**src/hw/fpMulPkg.sv**
```systemverilog
`default_nettype none

package fpMulPkg;

	// IEEE single-precision word and its fields
	typedef logic [31:0] floatT;
	typedef logic [7:0] expT;
	typedef logic [23:0] mantT;         // Hidden bit included

	// Multiplier datapath
	typedef logic [47:0] prodT;
	typedef logic [48:0] sumT;          // Product plus carry out
	typedef logic signed [9:0] wideExpT;

	// Joint class of an operand pair, decided before the multiply
	typedef enum logic [1:0] {
		ClsNormal,
		ClsZero,
		ClsInf,
		ClsNan
	} opClassT;

	localparam int MantBits = 24;       // Shift-and-add step count
	localparam int ExpBias = 127;

	localparam expT ExpMax = 8'hff;     // Exponent field of inf and NaN
	localparam floatT QuietNan = 32'h7fc00000;

endpackage

`default_nettype wire

```
**src/hw/rippleCarryAdder.sv**
```systemverilog
`timescale 1ns/10ps
`default_nettype none

module rippleCarryAdder #(
	parameter int Width = 48
) (
	input  logic [Width-1:0] a,
	input  logic [Width-1:0] b,
	output logic [Width:0]   sum
);

	logic [Width-1:0] carry;

	// One cell per bit, carry ripples upward
	for (genvar i = 0; i < Width; i++) begin : gCell
		if (i == 0) begin : gHalf
			assign sum[i] = a[i] ^ b[i];
			assign carry[i] = a[i] & b[i];
		end else begin : gFull
			assign sum[i] = a[i] ^ b[i] ^ carry[i-1];
			assign carry[i] = (a[i] & b[i]) | (carry[i-1] & (a[i] ^ b[i]));
		end
	end

	assign sum[Width] = carry[Width-1];   // Final carry is the top sum bit

endmodule

`default_nettype wire

```
**src/hw/operandUnpack.sv**
```systemverilog
`timescale 1ns/10ps
`default_nettype none

module operandUnpack #(
	parameter int FifoDepth = 4
) (
	input  logic              clk,
	input  logic              arstN,
	input  logic              opValid,
	input  fpMulPkg::floatT   opA,
	input  fpMulPkg::floatT   opB,
	output logic              opReady,
	input  logic              creditReturn,
	output logic              pushValid,
	output logic              pushSign,
	output fpMulPkg::wideExpT pushExp,
	output fpMulPkg::mantT    pushMantA,
	output fpMulPkg::mantT    pushMantB,
	output fpMulPkg::opClassT pushClass
);
	import fpMulPkg::*;

	localparam int CntW = $clog2(FifoDepth + 1);

	logic [CntW-1:0] creditCnt;
	logic accept;
	expT expA;
	expT expB;
	logic anyNan;
	logic anyInf;
	logic anyZero;

	assign expA = opA[30:23];
	assign expB = opB[30:23];

	assign anyNan = (expA == ExpMax && opA[22:0] != '0) ||
		(expB == ExpMax && opB[22:0] != '0);
	assign anyInf = (expA == ExpMax && opA[22:0] == '0) ||
		(expB == ExpMax && opB[22:0] == '0);
	assign anyZero = expA == '0 || expB == '0;   // Subnormals count as zero

	// Output register holds a push for one cycle only
	assign opReady = creditCnt != '0 && !pushValid;
	assign accept = opValid && opReady;

	always_ff @(posedge clk or negedge arstN) begin
		if (!arstN) begin
			pushValid <= 1'b0;
			creditCnt <= CntW'(FifoDepth);
		end else begin
			pushValid <= accept;
			creditCnt <= creditCnt + CntW'(creditReturn) - CntW'(pushValid);
		end
	end

	always_ff @(posedge clk) begin
		if (accept) begin
			pushSign <= opA[31] ^ opB[31];
			pushExp <= wideExpT'(expA) + wideExpT'(expB) - wideExpT'(2 * ExpBias);
			pushMantA <= {expA != '0, opA[22:0]};
			pushMantB <= {expB != '0, opB[22:0]};
			if (anyNan || (anyInf && anyZero))
				pushClass <= ClsNan;
			else if (anyInf)
				pushClass <= ClsInf;
			else if (anyZero)
				pushClass <= ClsZero;
			else
				pushClass <= ClsNormal;
		end
	end

	creditBound: assert property (@(posedge clk) disable iff (!arstN)
		creditCnt <= CntW'(FifoDepth))
		else $error("Producer credit count above buffer depth");

	pushHasCredit: assert property (@(posedge clk) disable iff (!arstN)
		pushValid |-> creditCnt != '0)
		else $error("Push issued with no credit left");

endmodule

`default_nettype wire

```
**src/hw/operandFifo.sv**
```systemverilog
`timescale 1ns/10ps
`default_nettype none

module operandFifo #(
	parameter int FifoDepth = 4
) (
	input  logic              clk,
	input  logic              arstN,
	input  logic              pushValid,
	input  logic              pushSign,
	input  fpMulPkg::wideExpT pushExp,
	input  fpMulPkg::mantT    pushMantA,
	input  fpMulPkg::mantT    pushMantB,
	input  fpMulPkg::opClassT pushClass,
	output logic              fifoValid,
	output logic              fifoSign,
	output fpMulPkg::wideExpT fifoExp,
	output fpMulPkg::mantT    fifoMantA,
	output fpMulPkg::mantT    fifoMantB,
	output fpMulPkg::opClassT fifoClass,
	input  logic              popReady,
	output logic              creditReturn
);
	import fpMulPkg::*;

	localparam int PtrW = FifoDepth > 1 ? $clog2(FifoDepth) : 1;
	localparam int CntW = $clog2(FifoDepth + 1);

	logic signMem [FifoDepth];
	wideExpT expMem [FifoDepth];
	mantT mantAMem [FifoDepth];
	mantT mantBMem [FifoDepth];
	opClassT classMem [FifoDepth];

	logic [PtrW-1:0] wrPtr;
	logic [PtrW-1:0] rdPtr;
	logic [CntW-1:0] count;
	logic pop;

	// Wraps for depths that are not a power of two
	function automatic logic [PtrW-1:0] nextPtr(input logic [PtrW-1:0] p);
		return (p == PtrW'(FifoDepth - 1)) ? '0 : p + 1'b1;
	endfunction

	assign fifoValid = count != '0;
	assign pop = fifoValid && popReady;

	assign fifoSign = signMem[rdPtr];
	assign fifoExp = expMem[rdPtr];
	assign fifoMantA = mantAMem[rdPtr];
	assign fifoMantB = mantBMem[rdPtr];
	assign fifoClass = classMem[rdPtr];

	always_ff @(posedge clk or negedge arstN) begin
		if (!arstN) begin
			wrPtr <= '0;
			rdPtr <= '0;
			count <= '0;
			creditReturn <= 1'b0;
		end else begin
			if (pushValid)
				wrPtr <= nextPtr(wrPtr);
			if (pop)
				rdPtr <= nextPtr(rdPtr);
			count <= count + CntW'(pushValid) - CntW'(pop);
			creditReturn <= pop;   // One credit back per pop
		end
	end

	always_ff @(posedge clk) begin
		if (pushValid) begin
			signMem[wrPtr] <= pushSign;
			expMem[wrPtr] <= pushExp;
			mantAMem[wrPtr] <= pushMantA;
			mantBMem[wrPtr] <= pushMantB;
			classMem[wrPtr] <= pushClass;
		end
	end

	// Full buffer on a push means the producer overspent its credits
	noPushWhenFull: assert property (@(posedge clk) disable iff (!arstN)
		pushValid |-> count != CntW'(FifoDepth))
		else $error("Push into a full operand buffer");

endmodule

`default_nettype wire

```
**src/hw/mantissaMultiplier.sv**
```systemverilog
`timescale 1ns/10ps
`default_nettype none

module mantissaMultiplier (
	input  logic              clk,
	input  logic              arstN,
	input  logic              fifoValid,
	input  logic              fifoSign,
	input  fpMulPkg::wideExpT fifoExp,
	input  fpMulPkg::mantT    fifoMantA,
	input  fpMulPkg::mantT    fifoMantB,
	input  fpMulPkg::opClassT fifoClass,
	output logic              popReady,
	input  logic              rndReady,
	output logic              prodValid,
	output fpMulPkg::prodT    prod,
	output logic              prodSign,
	output fpMulPkg::wideExpT prodExp,
	output fpMulPkg::opClassT prodClass
);
	import fpMulPkg::*;

	localparam int StepW = $clog2(MantBits);
	localparam int ProdW = $bits(prodT);

	typedef enum logic [1:0] {
		Idle,
		Run,
		Done
	} stateT;

	stateT state;
	logic [StepW-1:0] stepCnt;
	prodT mcand;          // Multiplicand shifted left each step
	mantT mplier;         // Multiplier shifted right each step
	prodT addend;
	sumT addSum;
	logic pop;

	assign popReady = state == Idle && rndReady;
	assign pop = fifoValid && popReady;

	assign addend = mplier[0] ? mcand : '0;

	rippleCarryAdder #(
		.Width(ProdW)
	) uAdder (
		.a(prod),
		.b(addend),
		.sum(addSum)
	);

	always_ff @(posedge clk or negedge arstN) begin
		if (!arstN) begin
			state <= Idle;
			stepCnt <= '0;
			prodValid <= 1'b0;
		end else begin
			prodValid <= 1'b0;
			case (state)
				Idle: begin
					if (pop) begin
						state <= Run;
						stepCnt <= '0;
					end
				end
				Run: begin
					stepCnt <= stepCnt + 1'b1;
					if (stepCnt == StepW'(MantBits - 1))
						state <= Done;
				end
				Done: begin
					prodValid <= 1'b1;
					state <= Idle;
				end
				default: state <= Idle;
			endcase
		end
	end

	// Accumulator doubles as the product output
	always_ff @(posedge clk) begin
		if (pop) begin
			mcand <= ProdW'(fifoMantA);
			mplier <= fifoMantB;
			prod <= '0;
			prodSign <= fifoSign;
			prodExp <= fifoExp;
			prodClass <= fifoClass;
		end else if (state == Run) begin
			prod <= addSum[ProdW-1:0];
			mcand <= mcand << 1;
			mplier <= mplier >> 1;
		end
	end

	// Rounder holds back rndReady while a product is handed over
	popOnlyIdle: assert property (@(posedge clk) disable iff (!arstN)
		popReady |-> state == Idle && !prodValid)
		else $error("Pop offered outside idle");

endmodule

`default_nettype wire

```
**src/hw/normalizeRound.sv**
```systemverilog
`timescale 1ns/10ps
`default_nettype none

module normalizeRound #(
	parameter int ResCredits = 2
) (
	input  logic              clk,
	input  logic              arstN,
	input  logic              prodValid,
	input  fpMulPkg::prodT    prod,
	input  logic              prodSign,
	input  fpMulPkg::wideExpT prodExp,
	input  fpMulPkg::opClassT prodClass,
	output logic              rndReady,
	output logic              resValid,
	output fpMulPkg::floatT   res,
	input  logic              resCredit
);
	import fpMulPkg::*;

	localparam int CntW = $clog2(ResCredits + 1);

	logic [CntW-1:0] creditCnt;
	logic normShift;
	mantT mantTrunc;
	logic guardBit;
	logic stickyBit;
	logic roundUp;
	logic [MantBits:0] mantRnd;
	wideExpT expBiased;
	logic expOver;
	logic expUnder;
	floatT resNext;

	always_comb begin
		normShift = prod[47];   // Product in [2,4)
		if (normShift) begin
			mantTrunc = prod[47:24];
			guardBit = prod[23];
			stickyBit = |prod[22:0];
		end else begin
			mantTrunc = prod[46:23];
			guardBit = prod[22];
			stickyBit = |prod[21:0];
		end

		// Nearest even, a carry leaves the fraction at zero
		roundUp = guardBit && (stickyBit || mantTrunc[0]);
		mantRnd = {1'b0, mantTrunc} + {{MantBits{1'b0}}, roundUp};

		expBiased = prodExp + wideExpT'(ExpBias) + wideExpT'(normShift) +
			wideExpT'(mantRnd[MantBits]);
		expOver = expBiased >= wideExpT'(ExpMax);
		expUnder = expBiased <= wideExpT'(0);

		if (prodClass == ClsNan)
			resNext = QuietNan;
		else if (prodClass == ClsInf || (prodClass == ClsNormal && expOver))
			resNext = {prodSign, ExpMax, 23'd0};
		else if (prodClass == ClsZero || expUnder)
			resNext = {prodSign, 31'd0};   // Flush to signed zero
		else
			resNext = {prodSign, expT'(expBiased), mantRnd[MantBits-2:0]};
	end

	// A product arriving now spends the credit it was popped against
	assign rndReady = creditCnt != '0 && !prodValid;

	always_ff @(posedge clk or negedge arstN) begin
		if (!arstN) begin
			resValid <= 1'b0;
			creditCnt <= CntW'(ResCredits);
		end else begin
			resValid <= prodValid;
			creditCnt <= creditCnt + CntW'(resCredit) - CntW'(prodValid);
		end
	end

	always_ff @(posedge clk) begin
		if (prodValid)
			res <= resNext;
	end

	creditBound: assert property (@(posedge clk) disable iff (!arstN)
		creditCnt <= CntW'(ResCredits))
		else $error("Sink returned more credits than granted");

	// Multiplier pops only with a credit in hand
	prodHasCredit: assert property (@(posedge clk) disable iff (!arstN)
		prodValid |-> creditCnt != '0)
		else $error("Product arrived with no downstream credit");

endmodule

`default_nettype wire

```
**src/hw/fpMulTop.sv**
```systemverilog
`timescale 1ns/10ps
`default_nettype none

module fpMulTop #(
	parameter int FifoDepth = 4,
	parameter int ResCredits = 2
) (
	input  logic            clk,
	input  logic            arstN,
	input  logic            opValid,
	input  fpMulPkg::floatT opA,
	input  fpMulPkg::floatT opB,
	output logic            opReady,
	output logic            resValid,
	output fpMulPkg::floatT res,
	input  logic            resCredit
);
	import fpMulPkg::*;

	// Producer to buffer
	logic pushValid;
	logic pushSign;
	wideExpT pushExp;
	mantT pushMantA;
	mantT pushMantB;
	opClassT pushClass;
	logic creditReturn;

	// Buffer head
	logic fifoValid;
	logic fifoSign;
	wideExpT fifoExp;
	mantT fifoMantA;
	mantT fifoMantB;
	opClassT fifoClass;
	logic popReady;

	// Multiplier to rounder
	logic rndReady;
	logic prodValid;
	prodT prod;
	logic prodSign;
	wideExpT prodExp;
	opClassT prodClass;

	operandUnpack #(
		.FifoDepth(FifoDepth)
	) uUnpack (
		.clk(clk),
		.arstN(arstN),
		.opValid(opValid),
		.opA(opA),
		.opB(opB),
		.opReady(opReady),
		.creditReturn(creditReturn),
		.pushValid(pushValid),
		.pushSign(pushSign),
		.pushExp(pushExp),
		.pushMantA(pushMantA),
		.pushMantB(pushMantB),
		.pushClass(pushClass)
	);

	operandFifo #(
		.FifoDepth(FifoDepth)
	) uFifo (
		.clk(clk),
		.arstN(arstN),
		.pushValid(pushValid),
		.pushSign(pushSign),
		.pushExp(pushExp),
		.pushMantA(pushMantA),
		.pushMantB(pushMantB),
		.pushClass(pushClass),
		.fifoValid(fifoValid),
		.fifoSign(fifoSign),
		.fifoExp(fifoExp),
		.fifoMantA(fifoMantA),
		.fifoMantB(fifoMantB),
		.fifoClass(fifoClass),
		.popReady(popReady),
		.creditReturn(creditReturn)
	);

	mantissaMultiplier uMult (
		.clk(clk),
		.arstN(arstN),
		.fifoValid(fifoValid),
		.fifoSign(fifoSign),
		.fifoExp(fifoExp),
		.fifoMantA(fifoMantA),
		.fifoMantB(fifoMantB),
		.fifoClass(fifoClass),
		.popReady(popReady),
		.rndReady(rndReady),
		.prodValid(prodValid),
		.prod(prod),
		.prodSign(prodSign),
		.prodExp(prodExp),
		.prodClass(prodClass)
	);

	normalizeRound #(
		.ResCredits(ResCredits)
	) uRound (
		.clk(clk),
		.arstN(arstN),
		.prodValid(prodValid),
		.prod(prod),
		.prodSign(prodSign),
		.prodExp(prodExp),
		.prodClass(prodClass),
		.rndReady(rndReady),
		.resValid(resValid),
		.res(res),
		.resCredit(resCredit)
	);

endmodule

`default_nettype wire

```
**config.mk**
```make
export PLATFORM = sky130hd
export DESIGN_NAME = fpMulTop
export DESIGN_NICKNAME = d
export VERILOG_FILES = /design/src/hw/fpMulPkg.sv /design/src/hw/rippleCarryAdder.sv /design/src/hw/operandUnpack.sv /design/src/hw/operandFifo.sv /design/src/hw/mantissaMultiplier.sv /design/src/hw/normalizeRound.sv /design/src/hw/fpMulTop.sv
export SDC_FILE = /design/constraint.sdc
export NUM_CORES = 1
export LEC_CHECK = 0
export BUFFER_PORTS_ARGS = -buffer_cell sky130_fd_sc_hd__buf_2
export CORE_MARGIN = 10
export CORE_UTILIZATION = 60
export DETAILED_ROUTE_END_ITERATION = 7
export HOLD_SLACK_MARGIN = 0.06
export PLACE_DENSITY = 0.78
export SLEW_MARGIN = 20
export SYNTH_ARGS = -nofsm -noshare
export SYNTH_HDL_FRONTEND = slang
export SYNTH_SLANG_ARGS = --single-unit
```
**constraint.sdc**
```tcl
create_clock -name clk -period 33.7 [get_ports clk]
set_clock_uncertainty 0.1 [all_clocks]
set_input_delay 8.425 -clock clk [delete_from_list [all_inputs] [get_ports clk]]
set_output_delay 8.425 -clock clk [all_outputs]
set_load 0.02 [all_outputs]
```
==> key figures <==
Synth
  – Post-synthesis sequential area ratio: 65.76%
  – EDFF count, synth: 398
  – Synthesized flop and latch total: 493
  – Synth area leader: edfxtp_1
  – Ys flop type: edfxtp_1
  – Synth Instances: 1411
  – Syn Nets: 1561
  – Synth area leaders: edfxtp_1, dfxtp_1, mux4_2, fa_1, nand2_1
  – Synth async-reset ratio: 4.665%
  – Avg Synthesized Cell Area: 15.06 µm²
  – Yosys top cell area share: 56.25%
  – Ys Warns: 0
  – Cell area after synthesis: 21250 µm²
  – Synth unique cells: 65

Place
  – Dpl hpwl: 24570 µm
  – PortBufs: 101
  – Gpl congestion: 0.7890

Setup path
  – CP endpoint kind: register
  – CP dominant cell by count: fa_1
  – Worst Path Max Fanout: 48
  – CP Launch Type: register
  – Critical setup path kind: register to register
  – Max incr delay on CP: 0.43 ns
  – Arr. time, crit path: 19.88 ns
  – Req. time, crit path: 34.11 ns
  – Worst path slowest cell: fa_1

Cells and area
  – Most common cell after layout, fill and taps aside: edfxtp_1
  – Layout cells sized above 1: 21.35%
  – Nets: 1655
  – Multi-input combinational cell area: 6863 µm²
  – Most frequent cells in the layout: edfxtp_1, nand2_1, buf_2
  – Antenna diode count: 0
  – Fillers: 2306
  – Final cell utilization of the core: 68.30%
  – Layout area overhead: 11.59%
  – Seq. cell area: 13980 µm²

Power and ir drop
  – P per Cell Area: 50.24 nW/µm²
  – Max rail drop VDD: 0.04882 mV
  – Lkg Pwr: 7.911 nW

STA
  – Worst-Margin Slew: 1.078 ns
  – RSZ-0062 raised after global routing: false
  – Max transition margin: 27.17%
  – Slew Viols, Final: 0
  – Hold Fails Final Rpt: 0
  – Final worst-path cycle share: 57.79%
  – Final Setup Violations: 0
  – Setup TNS: 0 ns
  – Min Clock Period, post-route: 19.47 ns
  – Fmax: 51.35 MHz

CTS
  – Clock sink count: 493
  – Setup Fix Bufs, Post-CTS: 0
  – Post-cts sizing count: 0
  – Worst-path clk slew: 0.06 ns
  – Root Buffer: clkbuf_16
  – CTS tree: built
  – Cts hold-fix bufs: 0
  – Clock Path Buffers: 3
  – Clock latency on the worst-skew pair: 0.59 ns
  – H-tree depth: 2
  – CTS Buf Count: 48

Routing
  – Detailed-route DRC error count: 0
  – Final wirelength: 39970 µm
  – Vias per cell: 5.846
  – 1st-pass router iterations: 5
  – Routed len/inst: 20.03 µm
  – DR iter-0 viols: 809
  – ANT nets after route: 0
  – Vias: 11.67k

Global routing
  – Vias in the first global route: 12.06k
  – Met1 Use GR: 24.21%
  – Global Route Usage Sum: 18.52%
  – GR peak layer: met2
  – Global-route wire length before repair: 64970 µm
  – Antenna violations before repair: 2
  – Pin count of the biggest net entering global routing: 79
  – GR Util met2: 31.11%
  – Grt total ovfl: 0
  – GR Util met3: 3.490%

Floorplanning
  – Die outline height: 208.2 µm
  – I/O Pins: 102
  – Die area: 43330 µm²
  – Core Area: 34710 µm²
  – Initial Utilization: 61.20%
  – Die width: 208.2 µm
  – Row cnt: 68

Status
  – Outcome: complete, no violations

Flow run
  – Max cap viols: 0

Worst hold path
  – Hold Path Class: register to register
-- final timing paths --
path / from / endpoint / slack (ns) / cells past startpoint
setup reg to reg: uMult.mplier[0] / uMult.prod[47] / 14.23 / 56
max in group asynchronous: arstN / uFifo.rdPtr[0] / 25.30 / 1
min in group asynchronous: arstN / uRound.creditCnt[0] / 7.75 / 1
setup / recovery: uMult.mplier[0] / uMult.prod[47] / 14.23 / 56
hold / removal: uMult.mcand[30] / uMult.mcand[31] / 0.35 / 2
hold reg to reg: uMult.mcand[30] / uMult.mcand[31] / 0.35 / 2
-- registers in the layout, indices dropped and copies added, names as in the netlist, 32 cells and up --
name and flops:
uFifo.mantAMem 96, uFifo.expMem 40, uMult.mcand 48, uRound.res 32, uMult.prod 48, uFifo.mantBMem 96
-- per-stage QoR --
stage / instance area (µm²) / power (mW) / hold WS, ns / cells / worst slack (ns)
finish: 23710 / 1.191 / 0.3483 / 1996 / 14.23
global route: 23710 / 1.227 / 0.3824 / 1996 / 13.58
CTS: 23710 / 1.202 / 0.3490 / 1996 / 14.25
detailed placement: 22170 / 0.6882 / 0.3574 / 1910 / 14.31
global placement: 22170 / 0.6874 / 0.3436 / 1910 / 14.47
floorplan: 21250 / 0.6776 / 0.3366 / 1411 / 15.13
-- critical path, delay by kind of cell (launching register included) --
| kind | cells | cell delay (ns) |
|---|---|---|
| XOR/XNOR | 1 | 0.18 |
| adder cells (fa/ha/maj) | 47 | 17.59 |
| buffers and inverters | 5 | 0.52 |
| AO/OA/AOI/OAI | 1 | 0.14 |
| flip-flops | 1 | 0.35 |
| AND/OR/NAND/NOR | 2 | 0.53 |
-- power breakdown --
group | leakage [nW] | switching [mW] | internal, mW
logic | 2.79 | 0.0119 | 0.00946
registers | 4.37 | 0.00173 | 0.652
clock network | 0.748 | 0.221 | 0.294
total | 7.91 | 0.235 | 0.956
-- cells by family after synthesis --
family	Yosys count	share of synthesized area (%)
buffers and inverters	110	2.055
flip-flops	493	65.76
multiplexers	133	10.19
XOR/XNOR	31	1.278
AO/OA/AOI/OAI	175	5.171
adder cells (fa/ha/maj)	82	6.596
AND/OR/NAND/NOR	387	8.946
-- cells in the mapped netlist, types with 9 or more instances --
cell / instances
nand2_1: 172
mux2_2: 57
clkbuf_1: 51
nor2_1: 52
o21ai_0: 21
a211oi_1: 19
fa_1: 50
dfxtp_1: 72
nor3_1: 17
a21oi_1: 88
ha_1: 32
buf_1: 13
nand3_1: 9
inv_1: 39
nand4_1: 16
o21bai_1: 9
xnor2_1: 17
nor4_1: 22
edfxtp_1: 398
dfrtp_1: 21
mux2i_1: 15
mux4_2: 61
xor2_1: 14
and2_1: 56
-- per-layer routing --
metal  wire length (µm)  part of all wire [%]
met5                 13                 0.033
met2              19950                    50
met3               2072                   5.2
met4                762                   1.9
met1              17180                    43
-- cell type report --
cell class	count	area share (%)
Sequential cell	493	58.97
Multi-Input combinational cell	808	28.95
Clock buffer	63	5.610
Inverter	39	0.6175
Clock inverter	23	0.8814
Timing Repair Buffer	115	2.575
Tap cell	455	2.401
No activity file was read; power rests on OpenSTA's default activity.
